--- src/pagerank_pkg.sv ---
package pagerank_pkg;

	// Compute unit fan-out
	localparam int NUM_CU     = 4;
	localparam int CU_ID_BITS = $clog2(NUM_CU);

	// Buffer depths in entries
	localparam int JOB_BUFFER_DEPTH = 8;
	localparam int CMD_BUFFER_DEPTH = 8;

	// Payload widths
	localparam int VERTEX_BITS = 16;
	localparam int ADDR_BITS   = 32;
	localparam int DATA_BITS   = 32;
	localparam int COUNT_BITS  = 16;

	typedef logic [CU_ID_BITS-1:0]  cu_id_t;
	typedef logic [NUM_CU-1:0]      cu_mask_t;
	typedef logic [VERTEX_BITS-1:0] vertex_t;
	typedef logic [ADDR_BITS-1:0]   addr_t;
	typedef logic [DATA_BITS-1:0]   rsp_data_t;
	typedef logic [COUNT_BITS-1:0]  count_t;

	// First requester after last, wrapping; caller checks |req
	function automatic cu_id_t rr_pick(cu_mask_t req, cu_id_t last);
		cu_id_t pick;
		int idx;
		pick = last;
		for (int k = NUM_CU; k >= 1; k--) begin
			idx = (int'(last) + k) % NUM_CU;
			if (req[idx])
				pick = cu_id_t'(idx);
		end
		return pick;
	endfunction

endpackage

--- src/read_cmd_if.sv ---
`timescale 1ns/1ps

// Arbitrated read commands into the burst buffer
interface read_cmd_if;

	logic                 valid;
	pagerank_pkg::cu_id_t cu_id;
	pagerank_pkg::addr_t  addr;

	// Buffer back-pressure, honoured by the arbiter
	logic                 alfull;

	modport arbiter (
		output valid,
		output cu_id,
		output addr,
		input  alfull
	);

	modport buffer (
		input  valid,
		input  cu_id,
		input  addr,
		output alfull
	);

endinterface

--- src/job_fifo.sv ---
`timescale 1ns/1ps

module job_fifo #(
	parameter int WIDTH = 32,
	parameter int DEPTH = 8
) (
	input  logic             clock,
	input  logic             rstn,
	input  logic             push,
	input  logic [WIDTH-1:0] data_in,
	input  logic             pop,
	output logic [WIDTH-1:0] data_out,
	output logic             full,
	output logic             alfull,
	output logic             empty
);

	logic [WIDTH-1:0]           mem [DEPTH];
	logic [$clog2(DEPTH)-1:0]   wr_ptr;
	logic [$clog2(DEPTH)-1:0]   rd_ptr;
	logic [$clog2(DEPTH+1)-1:0] count;
	logic                       do_push;
	logic                       do_pop;

	// Overflow and underflow requests are dropped
	assign do_push = push && !full;
	assign do_pop  = pop && !empty;

	assign full     = (int'(count) == DEPTH);
	assign alfull   = ((DEPTH - int'(count)) <= 2);
	assign empty    = (count == '0);
	assign data_out = mem[rd_ptr];

	always_ff @(posedge clock or negedge rstn) begin
		if (!rstn) begin
			wr_ptr <= '0;
			rd_ptr <= '0;
			count  <= '0;
		end else begin
			if (do_push)
				wr_ptr <= (int'(wr_ptr) == DEPTH - 1) ? '0 : wr_ptr + 1'b1;
			if (do_pop)
				rd_ptr <= (int'(rd_ptr) == DEPTH - 1) ? '0 : rd_ptr + 1'b1;
			if (do_push && !do_pop)
				count <= count + 1'b1;
			else if (do_pop && !do_push)
				count <= count - 1'b1;
		end
	end

	always_ff @(posedge clock) begin
		if (do_push)
			mem[wr_ptr] <= data_in;
	end

endmodule

--- src/vertex_job_dispatch.sv ---
`timescale 1ns/1ps

module vertex_job_dispatch (
	input  logic                                              clock,
	input  logic                                              rstn,
	input  logic                                              enabled,
	input  logic                                              job_valid,
	input  pagerank_pkg::vertex_t                             job_vertex,
	output logic                                              job_request,
	input  pagerank_pkg::cu_mask_t                            cu_job_request,
	output pagerank_pkg::cu_mask_t                            cu_job_valid,
	output pagerank_pkg::vertex_t [pagerank_pkg::NUM_CU-1:0]  cu_job_vertex
);

	logic                   buf_alfull;
	logic                   buf_empty;
	pagerank_pkg::vertex_t  buf_vertex;
	pagerank_pkg::cu_mask_t pending;
	pagerank_pkg::cu_id_t   last_grant;
	pagerank_pkg::cu_id_t   grant_id;
	pagerank_pkg::cu_mask_t grant;
	logic                   hand_out;

	job_fifo #(
		.WIDTH($bits(pagerank_pkg::vertex_t)),
		.DEPTH(pagerank_pkg::JOB_BUFFER_DEPTH)
	) job_buffer_i (
		.clock   (clock),
		.rstn    (rstn),
		.push    (job_valid),
		.data_in (job_vertex),
		.pop     (hand_out),
		.data_out(buf_vertex),
		.full    (),
		.alfull  (buf_alfull),
		.empty   (buf_empty)
	);

	// Next pending unit after the last one served
	assign grant_id = pagerank_pkg::rr_pick(pending, last_grant);
	assign grant    = pagerank_pkg::cu_mask_t'(1) << grant_id;
	assign hand_out = enabled && !buf_empty && (|pending);

	always_ff @(posedge clock or negedge rstn) begin
		if (!rstn) begin
			job_request  <= 1'b0;
			pending      <= '0;
			cu_job_valid <= '0;
			last_grant   <= pagerank_pkg::cu_id_t'(pagerank_pkg::NUM_CU - 1);
		end else begin
			job_request  <= !buf_alfull;
			// Served bit clears first so a fresh pulse is kept
			pending      <= (pending & ~(hand_out ? grant : '0)) | cu_job_request;
			cu_job_valid <= hand_out ? grant : '0;
			if (hand_out)
				last_grant <= grant_id;
		end
	end

	always_ff @(posedge clock) begin
		if (hand_out)
			cu_job_vertex[grant_id] <= buf_vertex;
	end

endmodule

--- src/read_cmd_arbiter.sv ---
`timescale 1ns/1ps

module read_cmd_arbiter (
	input  logic                                            clock,
	input  logic                                            rstn,
	input  logic                                            enabled,
	input  pagerank_pkg::cu_mask_t                          cu_cmd_request,
	input  pagerank_pkg::addr_t [pagerank_pkg::NUM_CU-1:0]  cu_cmd_addr,
	output pagerank_pkg::cu_mask_t                          cu_cmd_ready,
	read_cmd_if.arbiter                                     cmd
);

	pagerank_pkg::cu_mask_t eligible;
	pagerank_pkg::cu_id_t   winner;
	pagerank_pkg::cu_id_t   last_grant;
	logic                   accept;

	//////////////////////////////////////////////////
	// Winner selection
	//////////////////////////////////////////////////

	// Unit served last cycle still holds its request for one edge
	assign eligible = cu_cmd_request & ~cu_cmd_ready;
	assign winner   = pagerank_pkg::rr_pick(eligible, last_grant);
	assign accept   = enabled && !cmd.alfull && (|eligible);

	//////////////////////////////////////////////////
	// Ready pulse and push into burst buffer
	//////////////////////////////////////////////////

	always_ff @(posedge clock or negedge rstn) begin
		if (!rstn) begin
			cu_cmd_ready <= '0;
			cmd.valid    <= 1'b0;
			last_grant   <= pagerank_pkg::cu_id_t'(pagerank_pkg::NUM_CU - 1);
		end else begin
			cu_cmd_ready <= accept ? (pagerank_pkg::cu_mask_t'(1) << winner) : '0;
			cmd.valid    <= accept;
			if (accept)
				last_grant <= winner;
		end
	end

	always_ff @(posedge clock) begin
		if (accept) begin
			cmd.cu_id <= winner;
			cmd.addr  <= cu_cmd_addr[winner];
		end
	end

endmodule

--- src/cmd_bus_issue.sv ---
`timescale 1ns/1ps

module cmd_bus_issue (
	input  logic                 clock,
	input  logic                 rstn,
	input  logic                 enabled,
	read_cmd_if.buffer           cmd,
	input  logic                 mem_alfull,
	input  logic                 cmd_bus_grant,
	output logic                 cmd_bus_request,
	output logic                 cmd_out_valid,
	output pagerank_pkg::cu_id_t cmd_out_cu,
	output pagerank_pkg::addr_t  cmd_out_addr
);

	logic [$bits(pagerank_pkg::cu_id_t)+$bits(pagerank_pkg::addr_t)-1:0] buf_out;
	logic buf_empty;
	logic grant_q;
	logic mem_alfull_q;
	logic bus_pop;

	job_fifo #(
		.WIDTH($bits(pagerank_pkg::cu_id_t) + $bits(pagerank_pkg::addr_t)),
		.DEPTH(pagerank_pkg::CMD_BUFFER_DEPTH)
	) cmd_buffer_i (
		.clock   (clock),
		.rstn    (rstn),
		.push    (cmd.valid),
		.data_in ({cmd.cu_id, cmd.addr}),
		.pop     (bus_pop),
		.data_out(buf_out),
		.full    (),
		.alfull  (cmd.alfull),
		.empty   (buf_empty)
	);

	// Grant and back-pressure sampled on the same edge
	assign bus_pop = grant_q && !mem_alfull_q && !buf_empty;

	always_ff @(posedge clock or negedge rstn) begin
		if (!rstn) begin
			grant_q         <= 1'b0;
			mem_alfull_q    <= 1'b0;
			cmd_bus_request <= 1'b0;
			cmd_out_valid   <= 1'b0;
		end else begin
			grant_q         <= cmd_bus_grant;
			mem_alfull_q    <= mem_alfull;
			cmd_bus_request <= enabled && !buf_empty && !mem_alfull;
			cmd_out_valid   <= bus_pop;
		end
	end

	always_ff @(posedge clock) begin
		if (bus_pop)
			{cmd_out_cu, cmd_out_addr} <= buf_out;
	end

endmodule

--- src/response_router.sv ---
`timescale 1ns/1ps

module response_router (
	input  logic                                                clock,
	input  logic                                                rstn,
	input  logic                                                rsp_valid,
	input  pagerank_pkg::cu_id_t                                rsp_cu,
	input  pagerank_pkg::rsp_data_t                             rsp_data,
	output pagerank_pkg::cu_mask_t                              cu_rsp_valid,
	output pagerank_pkg::rsp_data_t [pagerank_pkg::NUM_CU-1:0]  cu_rsp_data
);

	logic                    rsp_valid_q;
	pagerank_pkg::cu_id_t    rsp_cu_q;
	pagerank_pkg::rsp_data_t rsp_data_q;

	// Input stage, then one-hot decode
	always_ff @(posedge clock or negedge rstn) begin
		if (!rstn) begin
			rsp_valid_q  <= 1'b0;
			cu_rsp_valid <= '0;
		end else begin
			rsp_valid_q  <= rsp_valid;
			cu_rsp_valid <= rsp_valid_q ? (pagerank_pkg::cu_mask_t'(1) << rsp_cu_q) : '0;
		end
	end

	always_ff @(posedge clock) begin
		rsp_cu_q   <= rsp_cu;
		rsp_data_q <= rsp_data;
		for (int i = 0; i < pagerank_pkg::NUM_CU; i++) begin
			if (rsp_valid_q && rsp_cu_q == pagerank_pkg::cu_id_t'(i))
				cu_rsp_data[i] <= rsp_data_q;
		end
	end

endmodule

--- src/vertex_count_reduce.sv ---
`timescale 1ns/1ps

module vertex_count_reduce (
	input  logic                                             clock,
	input  logic                                             rstn,
	input  pagerank_pkg::count_t [pagerank_pkg::NUM_CU-1:0]  cu_vertex_count,
	output pagerank_pkg::count_t                             vertex_done_count
);

	pagerank_pkg::count_t [pagerank_pkg::NUM_CU-1:0] count_q;
	pagerank_pkg::count_t                            count_sum;

	// Wraps at the counter width
	always_comb begin
		count_sum = '0;
		for (int i = 0; i < pagerank_pkg::NUM_CU; i++)
			count_sum = count_sum + count_q[i];
	end

	always_ff @(posedge clock or negedge rstn) begin
		if (!rstn) begin
			count_q           <= '0;
			vertex_done_count <= '0;
		end else begin
			count_q           <= cu_vertex_count;
			vertex_done_count <= count_sum;
		end
	end

endmodule

--- src/vertex_arbiter_control.sv ---
`timescale 1ns/1ps

module vertex_arbiter_control (
	input  logic                                                clock,
	input  logic                                                rstn,
	input  logic                                                enabled_in,
	input  logic                                                job_valid,
	input  pagerank_pkg::vertex_t                               job_vertex,
	output logic                                                job_request,
	input  pagerank_pkg::cu_mask_t                              cu_job_request,
	output pagerank_pkg::cu_mask_t                              cu_job_valid,
	output pagerank_pkg::vertex_t [pagerank_pkg::NUM_CU-1:0]    cu_job_vertex,
	input  pagerank_pkg::cu_mask_t                              cu_cmd_request,
	input  pagerank_pkg::addr_t [pagerank_pkg::NUM_CU-1:0]      cu_cmd_addr,
	output pagerank_pkg::cu_mask_t                              cu_cmd_ready,
	input  logic                                                mem_alfull,
	input  logic                                                cmd_bus_grant,
	output logic                                                cmd_bus_request,
	output logic                                                cmd_out_valid,
	output pagerank_pkg::cu_id_t                                cmd_out_cu,
	output pagerank_pkg::addr_t                                 cmd_out_addr,
	input  logic                                                rsp_valid,
	input  pagerank_pkg::cu_id_t                                rsp_cu,
	input  pagerank_pkg::rsp_data_t                             rsp_data,
	output pagerank_pkg::cu_mask_t                              cu_rsp_valid,
	output pagerank_pkg::rsp_data_t [pagerank_pkg::NUM_CU-1:0]  cu_rsp_data,
	input  pagerank_pkg::count_t [pagerank_pkg::NUM_CU-1:0]     cu_vertex_count,
	output pagerank_pkg::count_t                                vertex_done_count
);

	logic enabled;

	read_cmd_if read_cmd ();

	always_ff @(posedge clock or negedge rstn) begin
		if (!rstn)
			enabled <= 1'b0;
		else
			enabled <= enabled_in;
	end

	//////////////////////////////////////////////////
	// Jobs out, commands in
	//////////////////////////////////////////////////

	vertex_job_dispatch vertex_job_dispatch_i (
		.clock         (clock),
		.rstn          (rstn),
		.enabled       (enabled),
		.job_valid     (job_valid),
		.job_vertex    (job_vertex),
		.job_request   (job_request),
		.cu_job_request(cu_job_request),
		.cu_job_valid  (cu_job_valid),
		.cu_job_vertex (cu_job_vertex)
	);

	read_cmd_arbiter read_cmd_arbiter_i (
		.clock         (clock),
		.rstn          (rstn),
		.enabled       (enabled),
		.cu_cmd_request(cu_cmd_request),
		.cu_cmd_addr   (cu_cmd_addr),
		.cu_cmd_ready  (cu_cmd_ready),
		.cmd           (read_cmd.arbiter)
	);

	cmd_bus_issue cmd_bus_issue_i (
		.clock          (clock),
		.rstn           (rstn),
		.enabled        (enabled),
		.cmd            (read_cmd.buffer),
		.mem_alfull     (mem_alfull),
		.cmd_bus_grant  (cmd_bus_grant),
		.cmd_bus_request(cmd_bus_request),
		.cmd_out_valid  (cmd_out_valid),
		.cmd_out_cu     (cmd_out_cu),
		.cmd_out_addr   (cmd_out_addr)
	);

	//////////////////////////////////////////////////
	// Responses and counters, not gated by enable
	//////////////////////////////////////////////////

	response_router response_router_i (
		.clock       (clock),
		.rstn        (rstn),
		.rsp_valid   (rsp_valid),
		.rsp_cu      (rsp_cu),
		.rsp_data    (rsp_data),
		.cu_rsp_valid(cu_rsp_valid),
		.cu_rsp_data (cu_rsp_data)
	);

	vertex_count_reduce vertex_count_reduce_i (
		.clock            (clock),
		.rstn             (rstn),
		.cu_vertex_count  (cu_vertex_count),
		.vertex_done_count(vertex_done_count)
	);

endmodule

--- config.mk ---
export PLATFORM = sky130hd
export DESIGN_NAME = vertex_arbiter_control
export DESIGN_NICKNAME = d
export VERILOG_FILES = /design/src/pagerank_pkg.sv /design/src/read_cmd_if.sv /design/src/job_fifo.sv /design/src/vertex_job_dispatch.sv /design/src/read_cmd_arbiter.sv /design/src/cmd_bus_issue.sv /design/src/response_router.sv /design/src/vertex_count_reduce.sv /design/src/vertex_arbiter_control.sv
export SDC_FILE = /design/constraint.sdc
export NUM_CORES = 1
export LEC_CHECK = 0
export ABC_CLOCK_PERIOD_IN_PS = 6800
export BUFFER_PORTS_ARGS = -buffer_cell sky130_fd_sc_hd__buf_2
export CAP_MARGIN = 20
export CELL_PAD_IN_SITES_DETAIL_PLACEMENT = 1
export CELL_PAD_IN_SITES_GLOBAL_PLACEMENT = 2
export CORE_UTILIZATION = 42
export DETAILED_ROUTE_END_ITERATION = 8
export PLACE_DENSITY_LB_ADDON = 0.3
export SKIP_CTS_REPAIR_TIMING = 1
export SLEW_MARGIN = 20
export SYNTH_ARGS = -nofsm -noshare
export SYNTH_HDL_FRONTEND = slang
export SYNTH_SLANG_ARGS = --single-unit
--- constraint.sdc ---
create_clock -name clock -period 6.8 [get_ports clock]
set_input_delay 1.02 -clock clock [delete_from_list [all_inputs] [get_ports clock]]
set_output_delay 1.02 -clock clock [all_outputs]
set_load 0.05 [all_outputs]
# [Yosys cells after proc, flatten, opt, wreduce, memory -nomap -nowiden]
# Memory sizes are Yosys's and may differ from the RTL's. A register that Yosys moved wholly into a read port is not among the register bits.
# Cells that the tools add are included.
[classes] add_sub_neg=21 order_cmp=13 n_eq_ne=9 shifts=3 mux=52 bitwise_logic=13 n_reduce_logical=48
[op_table] op="32-bit binary-select mux with 2-bit select" count=1
[op_table] op="64-bit bitwise mux" count=1
[op_table] op="16-bit adder" count=3
[op_table] op="16-bit demux with 2-bit select" count=1
[op_table] op="3-bit by 4-bit < comparator with 1-bit output (second input constant)" count=8
[op_table] op="32-bit two-way mux" count=1
[op_table] op="4-bit two-way mux" count=7
[op_table] op="1-bit logical AND" count=21
[op_table] op="1-bit two-way mux" count=20
[op_table] op="1-bit binary-select mux with 2-bit select" count=8
[op_table] op="16-bit two-way mux" count=1
[op_table] op="2-bit two-way mux" count=8
[op_table] op="2-bit OR reduction" count=8
[op_table] op="3-bit by 1-bit adder with 3-bit output (second input constant)" count=4
[op_table] op="3-bit by 1-bit == test with 1-bit output (second input constant)" count=4
[op_table] op="1-bit logical NOT" count=12
[op_table] op="3-bit two-way mux" count=4
[op_table] op="1-bit by 2-bit << shifter with 4-bit output (first input constant)" count=3
[op_table] op="5-bit by 3-bit less-or-equal comparator with 1-bit output (second input constant)" count=2
[op_table] op="4-bit by 4-bit subtractor with 5-bit output (first input constant)" count=2
[op_table] op="2-bit by 1-bit adder with 2-bit output (second input constant)" count=4
[op_table] op="2-bit adder (second input constant)" count=4
[op_table] op="4-bit by 1-bit adder with 4-bit output (second input constant)" count=2
[op_table] op="1-bit bitwise AND (first input constant)" count=8
[op_table] op="13 further kinds" count=22
[word_totals] reg_bits=388 mem_bits_rw=400 inputBits=257 output_inout_bits=257 wordCells=198 n_memories=2
[mem_list] memory="cmd_bus_issue_i.cmd_buffer_i.mem" depth=8 width=34 read_ports=1 rd_ports_with_merged_regs=1 wr=1 line_no="job_fifo.sv:18" text="logic [WIDTH-1:0] mem [DEPTH];"
[mem_list] memory="vertex_job_dispatch_i.job_buffer_i.mem" depth=8 width=16 read_ports=1 rd_ports_with_merged_regs=0 wr=1 line_no="job_fifo.sv:18"

# [Logic depth before layout (Yosys ltp)]
[logic_depth] ltp_word=15 depth_mapped=14 depth_no_buf=14

# [Hierarchy]
# A second synthesis with hierarchy kept.
[hier_totals] hier_cells=1494 area_unflattened_um2=31109.8
[by_module_without_submodules] mod="job_fifo (cmd_bus_issue_i.cmd_buffer_i)" instances=1 cells_each=468 area_per_inst_um2=11202.0 seq_area_each_um2=8418.1
[by_module_without_submodules] mod="job_fifo (vertex_job_dispatch_i.job_buffer_i)" instances=1 cells_each=261 area_per_inst_um2=5670.4 seq_area_each_um2=4093.9
[by_module_without_submodules] mod="response_router" instances=1 cells_each=171 area_per_inst_um2=4687.0 seq_area_each_um2=4649.5
[by_module_without_submodules] mod="vertex_count_reduce" instances=1 cells_each=265 area_per_inst_um2=3520.9 seq_area_each_um2=2001.9
[by_module_without_submodules] mod="vertex_job_dispatch" instances=1 cells_each=112 area_per_inst_um2=2433.6 seq_area_each_um2=2199.6
[by_module_without_submodules] mod="read_cmd_arbiter" instances=1 cells_each=176 area_per_inst_um2=2424.8 seq_area_each_um2=1198.6
[by_module_without_submodules] mod="cmd_bus_issue" instances=1 cells_each=40 area_per_inst_um2=1146.1 seq_area_each_um2=1121.1
[by_module_without_submodules] mod="vertex_arbiter_control" instances=1 cells_each=1 area_per_inst_um2=25.0 seq_area_each_um2=25.0

# [Worst setup path after synthesis]
# No wires, ideal clock.
[synth_timing] kind="register to register" from="register cmd_bus_issue_i.cmd_buffer_i.count[0]" to="register cmd_bus_issue_i.cmd_buffer_i.count[3]" setup_time_ps=127 arrival_time_ps=5144 t_required_ps=6673 path_slack_ps=1530 path_stages_with_launch=15 n_path_buf=0 period_less_slack_ps=5270 cell_sequence="dfrtp_1 -> inv_1 -> ha_1 -> nand2b_1 -> nor2_1 -> nor3b_1 -> inv_1 -> ha_1 -> inv_1 -> ha_1 -> a21o_1 -> a21oi_1 -> xnor2_1 -> nor2_1 -> xor2_1"
[synth_via] elab_chain_cells=7 word_cells_on_any_way=16 cone_classes="add/sub (2); eq/ne (1); mux (2); reduce/logical (11)"
[synth_rtl] element="start, declared" line_no="job_fifo.sv:21" text="logic [$clog2(DEPTH+1)-1:0] count;"
[synth_rtl] element="start signal, assigned" line_no="job_fifo.sv:45" text="count <= count + 1'b1;"
[synth_rtl] element="start signal, assigned" line_no="job_fifo.sv:47" text="count <= count - 1'b1;"
[synth_rtl] element="4-bit logical NOT (*)" line_no="job_fifo.sv:31" text="assign empty = (count == '0);"
[synth_rtl] element="1-bit logical NOT (*)" line_no="cmd_bus_issue.sv:38" text="assign bus_pop = grant_q && !mem_alfull_q && !buf_empty;"
[synth_rtl] element="1-bit logical AND (*)" line_no="cmd_bus_issue.sv:38"
[synth_rtl] element="net cmd_bus_issue_i.bus_pop" line_no="cmd_bus_issue.sv:20" text="logic bus_pop;"
[synth_rtl] element="1-bit logical AND (*)" line_no="job_fifo.sv:27" text="assign do_pop = pop && !empty;"
[synth_rtl] element="1-bit logical NOT" line_no="job_fifo.sv:44" text="if (do_push && !do_pop)"
[synth_rtl] element="1-bit logical AND" line_no="job_fifo.sv:44"
[synth_rtl] element="4-bit two-way mux / 2-bit nonzero test (equally long branches)"
# The timed path passes the listed nets; every way through them passes the cells marked *. The select of a mux whose other input is x is not followed.
# A chain may end at the register's enable or synchronous reset.

# [Worst setup path in the final report]
[layout_timing] from="register vertex_count_reduce_i.count_q[1] (netlist name)" to="register vertex_count_reduce_i.vertex_done_count[15]"
[layout_via] elab_chain_cells=3
[layout_rtl] element="start, declared" line_no="vertex_count_reduce.sv:10" text="pagerank_pkg::count_t [pagerank_pkg::NUM_CU-1:0] count_q;"
[layout_rtl] element="start signal, assigned" line_no="vertex_count_reduce.sv:25" text="count_q <= cu_vertex_count;"
[layout_rtl] element="16-bit adder (3 in series)" line_no="vertex_count_reduce.sv:17" text="count_sum = count_sum + count_q[i];"
[layout_rtl] element="net vertex_count_reduce_i.count_sum[15]" line_no="vertex_count_reduce.sv:11" text="pagerank_pkg::count_t count_sum;"
[layout_rtl] element="end signal, assigned" line_no="vertex_count_reduce.sv:26" text="vertex_done_count <= count_sum;"
[layout_rtl] element="end, declared" line_no="vertex_count_reduce.sv:7" text="output pagerank_pkg::count_t vertex_done_count"
# The timed path passes the listed nets, and every way through them passes these cells.

==> summary.txt <==
CLOCKING
--------------------------------------------------------------------------------
Max H-tree Level ..................................................            3
TritonCTS clock tree ..............................................        built
Clock transition at path regs .....................................        60 ps
Clock latency reported for the late side of the worst-skew pair ...       650 ps
Clock root buffer master .......................................... sky130_fd_sc_hd__clkbuf_16
Inserted Clock Buffers ............................................           87
Number of clock sinks .............................................          822
Clock Tree Buf Depth ..............................................            3

SYNTHESIS
--------------------------------------------------------------------------------
Area share of the leading cell type in the synthesized netlist ....       0.6561
Leading cell types by total area after synthesis .................. sky130_fd_sc_hd__edfxtp_1 66%, sky130_fd_sc_hd__dfrtp_1 10%, sky130_fd_sc_hd__mux4_2 9.8%
Mapped Avg Cell Area ..............................................    21.27 um2
Synth warnings ....................................................            0
Part of the Yosys area used for sequential elements ...............       0.7848
Number of enable flip-flop cells after synthesis ..................          660
Number of nets produced by synthesis ..............................         1742
Synth area leader ................................................. sky130_fd_sc_hd__edfxtp_1
Gate count of the mapped netlist ..................................         1420
Synthesized flop and latch total ..................................          822
Ys flop type ...................................................... sky130_fd_sc_hd__edfxtp_1
Cell variety after synth ..........................................           58
Post-Synthesis Cell Area ..........................................    30210 um2
Async set or reset register ratio after synthesis .................       0.1557

POWER AND IR DROP
--------------------------------------------------------------------------------
PD cells .......................................................... 456.9 nW/um2
VDD IR-drop max ...................................................  0.0003902 V
Leakage dissipation ...............................................     14.02 nW

GLOBAL ROUTE
--------------------------------------------------------------------------------
Pin count of the biggest net entering global routing ..............           78
Total routing resource utilization after global routing ...........       0.2003
Number of global-route vias before repair .........................       17.14k
Global-route wire length before repair ............................    108300 um
Total congestion overflow after global routing ....................            0
Antenna violations before repair ..................................           24

FINAL LAYOUT
--------------------------------------------------------------------------------
Post-layout net count .............................................         2327
Most frequent cells in the layout ................................. 660 x sky130_fd_sc_hd__edfxtp_1, 512 x sky130_fd_sc_hd__buf_2, 132 x sky130_fd_sc_hd__mux4_2
Most common cell after layout, fill and taps aside ................ sky130_fd_sc_hd__edfxtp_1
Filler instances ..................................................         6487
Area overhead of the layout relative to synthesis .................       23.01%
Layout cells sized above 1 ........................................       0.4339
Final cell count without fillers ..................................         3026

STA
--------------------------------------------------------------------------------
Setup WS post-layout ..............................................      3285 ps
Count of final max-slew check failures ............................            0
Final number of hold-violating endpoints ..........................            0
Setup repair after global routing missed its margin ...............        false
Setup-violating endpoint count in the final report ................            0
Sum Neg Setup Slack ...............................................         0 ps
Share of the clock period used by the worst path ..................       0.5169
Min Tclk post-route ...............................................      3515 ps
Transition time of the tightest slew-check pin ....................      1072 ps
F_max .............................................................    284.5 MHz
Clk_skew ..........................................................     41.76 ps
Slew margin rel. ..................................................       0.2830

DRT
--------------------------------------------------------------------------------
Routed met1 length ................................................     28470 um
Routed Wire Length ................................................     72850 um
Drt drc ...........................................................            0
Antenna viol nets, final ..........................................            0
Via count normalized by instance count ............................        5.099
WL met3 ...........................................................      4612 um
Detail-routed net length per standard cell ........................     24.07 um
Pre-antenna DRT Iters .............................................            4
Total via count after detailed routing ............................       15.43k
DRC violation total after the first TritonRoute iteration .........          960
Top routing layer in use ..........................................         met5
Detailed route wirelength on metal2 ...............................     37630 um

WORST SETUP PATH
--------------------------------------------------------------------------------
Cell depth of the worst setup path ................................           12
Startpoint of the most critical register-to-register path ......... vertex_count_reduce_i.count_q[1]$_DFF_PN0_
R2R setup slack ...................................................      3290 ps
Cell type group with the largest total delay on the critical path .  adder cells
Chain of cells forming the critical path .......................... inv_1 > fa_1 > inv_1 > fa_1 > ha_1 > fa_1 > a211oi_1 > o21bai_1 > o21ai_0 > o21a_1 > o21ai_0 > xnor2_1
Data arrival time of the critical path ............................      4010 ps
Critical path startpoint .......................................... vertex_count_reduce_i.count_q[1]$_DFF_PN0_
Req. time, crit path ..............................................      7290 ps
Cell at the slowest stage of the critical path .................... sky130_fd_sc_hd__fa_1
R2R Path End ...................................................... vertex_count_reduce_i.vertex_done_count[15]$_DFF_PN0_
Delay of the slowest critical-path stage ..........................       530 ps
CP most frequent cell ............................................. sky130_fd_sc_hd__fa_1
Kind of launch point of the worst setup path ......................         flop
Maximum fanout encountered on the critical timing path ............            4
Setup crit end kind ...............................................         flop
Worst Path Class, Setup ...........................................      reg2reg
Cell depth of the worst flop-to-flop path .........................           12
WP buf/inv ........................................................            2

PLACEMENT
--------------------------------------------------------------------------------
Placed instance count .............................................         2855
Quantity of I/O buffers inserted on ports .........................          513
Dpl ws ............................................................      3303 ps
Detailed placer's ending HPWL .....................................     47070 um
Routability Congestion ............................................       0.7977

FLOW RUN
--------------------------------------------------------------------------------
Max Cap Violations ................................................            0

FLOORPLAN
--------------------------------------------------------------------------------
Chip Width ........................................................     270.2 um
Number of cell rows ...............................................           97
Floorplan Core Area ...............................................    70640 um2
Die Area ..........................................................    73000 um2
Vert. Die Dim .....................................................     270.2 um
Boundary pin count ................................................          514
Initial core utilization ..........................................       0.4277

WORST HOLD PATH
--------------------------------------------------------------------------------
Worst min path class ..............................................     in2async

OUTCOME
--------------------------------------------------------------------------------
Run status ........................................................    completed

==> sequential cells by signal (all words and copies together), names as in the netlist, 4 cells and up <==
| signal | flops |
|---|---|
| read_cmd_arbiter_i.cu_cmd_ready | 4 |
| vertex_job_dispatch_i.job_buffer_i.count | 4 |
| vertex_job_dispatch_i.job_buffer_i.mem | 128 |
| read_cmd_arbiter_i.cmd.addr | 32 |
| vertex_job_dispatch_i.cu_job_vertex | 64 |
| cmd_bus_issue_i.cmd_buffer_i.count | 4 |
| cmd_bus_issue_i.cmd_buffer_i.mem | 272 |
| vertex_job_dispatch_i.cu_job_valid | 4 |
| cmd_bus_issue_i.cmd_out_addr | 32 |
| response_router_i.cu_rsp_data | 128 |
| vertex_job_dispatch_i.pending | 4 |
| vertex_count_reduce_i.count_q | 64 |
| response_router_i.rsp_data_q | 32 |
| response_router_i.cu_rsp_valid | 4 |
| vertex_count_reduce_i.vertex_done_count | 16 |
==> worst max-delay path by stage <==
stage,to,slack [ps]
2_1_floorplan,cmd_bus_issue_i.cmd_buffer_i.count[3]$_DFFE_PN0P_,1530
3_3_place_gp,vertex_count_reduce_i.vertex_done_count[15]$_DFF_PN0_,3340
3_5_place_dp,vertex_count_reduce_i.vertex_done_count[15]$_DFF_PN0_,3300
4_1_cts,vertex_count_reduce_i.vertex_done_count[15]$_DFF_PN0_,3280
5_1_grt,vertex_count_reduce_i.vertex_done_count[15]$_DFF_PN0_,3140
6_report,vertex_count_reduce_i.vertex_done_count[15]$_DFF_PN0_,3290
==> per-stage QoR <==
step	hold slack (ps)	area, um2	utilization	power (mW)
finish	322.9	37160	0.5261	16.98
CTS	330.1	37100	0.5253	17.21
global route	344.6	37160	0.5261	17.71
detailed placement	466.9	34060	0.4822	12.18
global placement	443.2	34050	0.4821	12.00
floorplan	438.3	30210	-	10.75
==> area by class of cell <==
| cell class | count | area (um2) | area share |
|---|---|---|---|
| Multi-Input combinational cell | 465 | 6090 | 0.1639 |
| Clock buffer | 112 | 2331 | 0.06273 |
| Antenna cell | 7 | 17.52 | 0.0004714 |
| Tap cell | 940 | 1176 | 0.03165 |
| Sequential cell | 822 | 23720 | 0.6383 |
| Timing Repair Buffer | 538 | 2773 | 0.07462 |
| Inverter | 91 | 341.6 | 0.009192 |
| Clock inverter | 51 | 711.9 | 0.01916 |
==> per-layer routing <==
layer / track usage / up-vias
met4: 0.06408 / 34
met3: 0.05948 / 147
met5: 0 / -
li1: - / 6696
met1: 0.2418 / 8109
met2: 0.3445 / 444
==> report_power, final <==
part	internal, mW	switching, mW
combinational	1.72	2.82
sequential	6.78	0.699
clock	2.93	2.03
==> kinds of logic (layout without fill, tap and decap cells) <==
kind of cell / after synthesis / in the layout / synth area share
XOR/XNOR: 25 / 25 / 0.007248
AND/OR/NAND/NOR: 114 / 114 / 0.01914
other: 0 / 7 / 0
multiplexers: 189 / 189 / 0.1196
adder cells (fa/ha/maj): 65 / 65 / 0.03487
flip-flops: 822 / 822 / 0.7848
buffers and inverters: 133 / 792 / 0.01827
AO/OA/AOI/OAI: 72 / 72 / 0.01607
==> cells in the mapped netlist (3+ instances only) <==
master,instances
sky130_fd_sc_hd__a211oi_1,3
sky130_fd_sc_hd__a21o_1,11
sky130_fd_sc_hd__a21oi_1,20
sky130_fd_sc_hd__a31oi_1,3
sky130_fd_sc_hd__and3_1,3
sky130_fd_sc_hd__buf_2,18
sky130_fd_sc_hd__clkbuf_1,19
sky130_fd_sc_hd__dfrtp_1,124
sky130_fd_sc_hd__dfstp_2,4
sky130_fd_sc_hd__dfxtp_1,34
sky130_fd_sc_hd__edfxtp_1,660
sky130_fd_sc_hd__fa_1,32
sky130_fd_sc_hd__ha_1,33
sky130_fd_sc_hd__inv_1,91
sky130_fd_sc_hd__mux2_2,55
sky130_fd_sc_hd__mux4_2,132
sky130_fd_sc_hd__nand2_1,34
sky130_fd_sc_hd__nand2b_1,12
sky130_fd_sc_hd__nand3_1,3
sky130_fd_sc_hd__nand4_1,3
sky130_fd_sc_hd__nor2_1,27
sky130_fd_sc_hd__nor2b_1,6
sky130_fd_sc_hd__nor3_1,10
sky130_fd_sc_hd__nor3b_1,5
sky130_fd_sc_hd__o21a_1,3
sky130_fd_sc_hd__o21ai_0,12
sky130_fd_sc_hd__o21bai_1,4
sky130_fd_sc_hd__xnor2_1,20
sky130_fd_sc_hd__xor2_1,5
No activity file was read; power rests on OpenSTA's default activity.
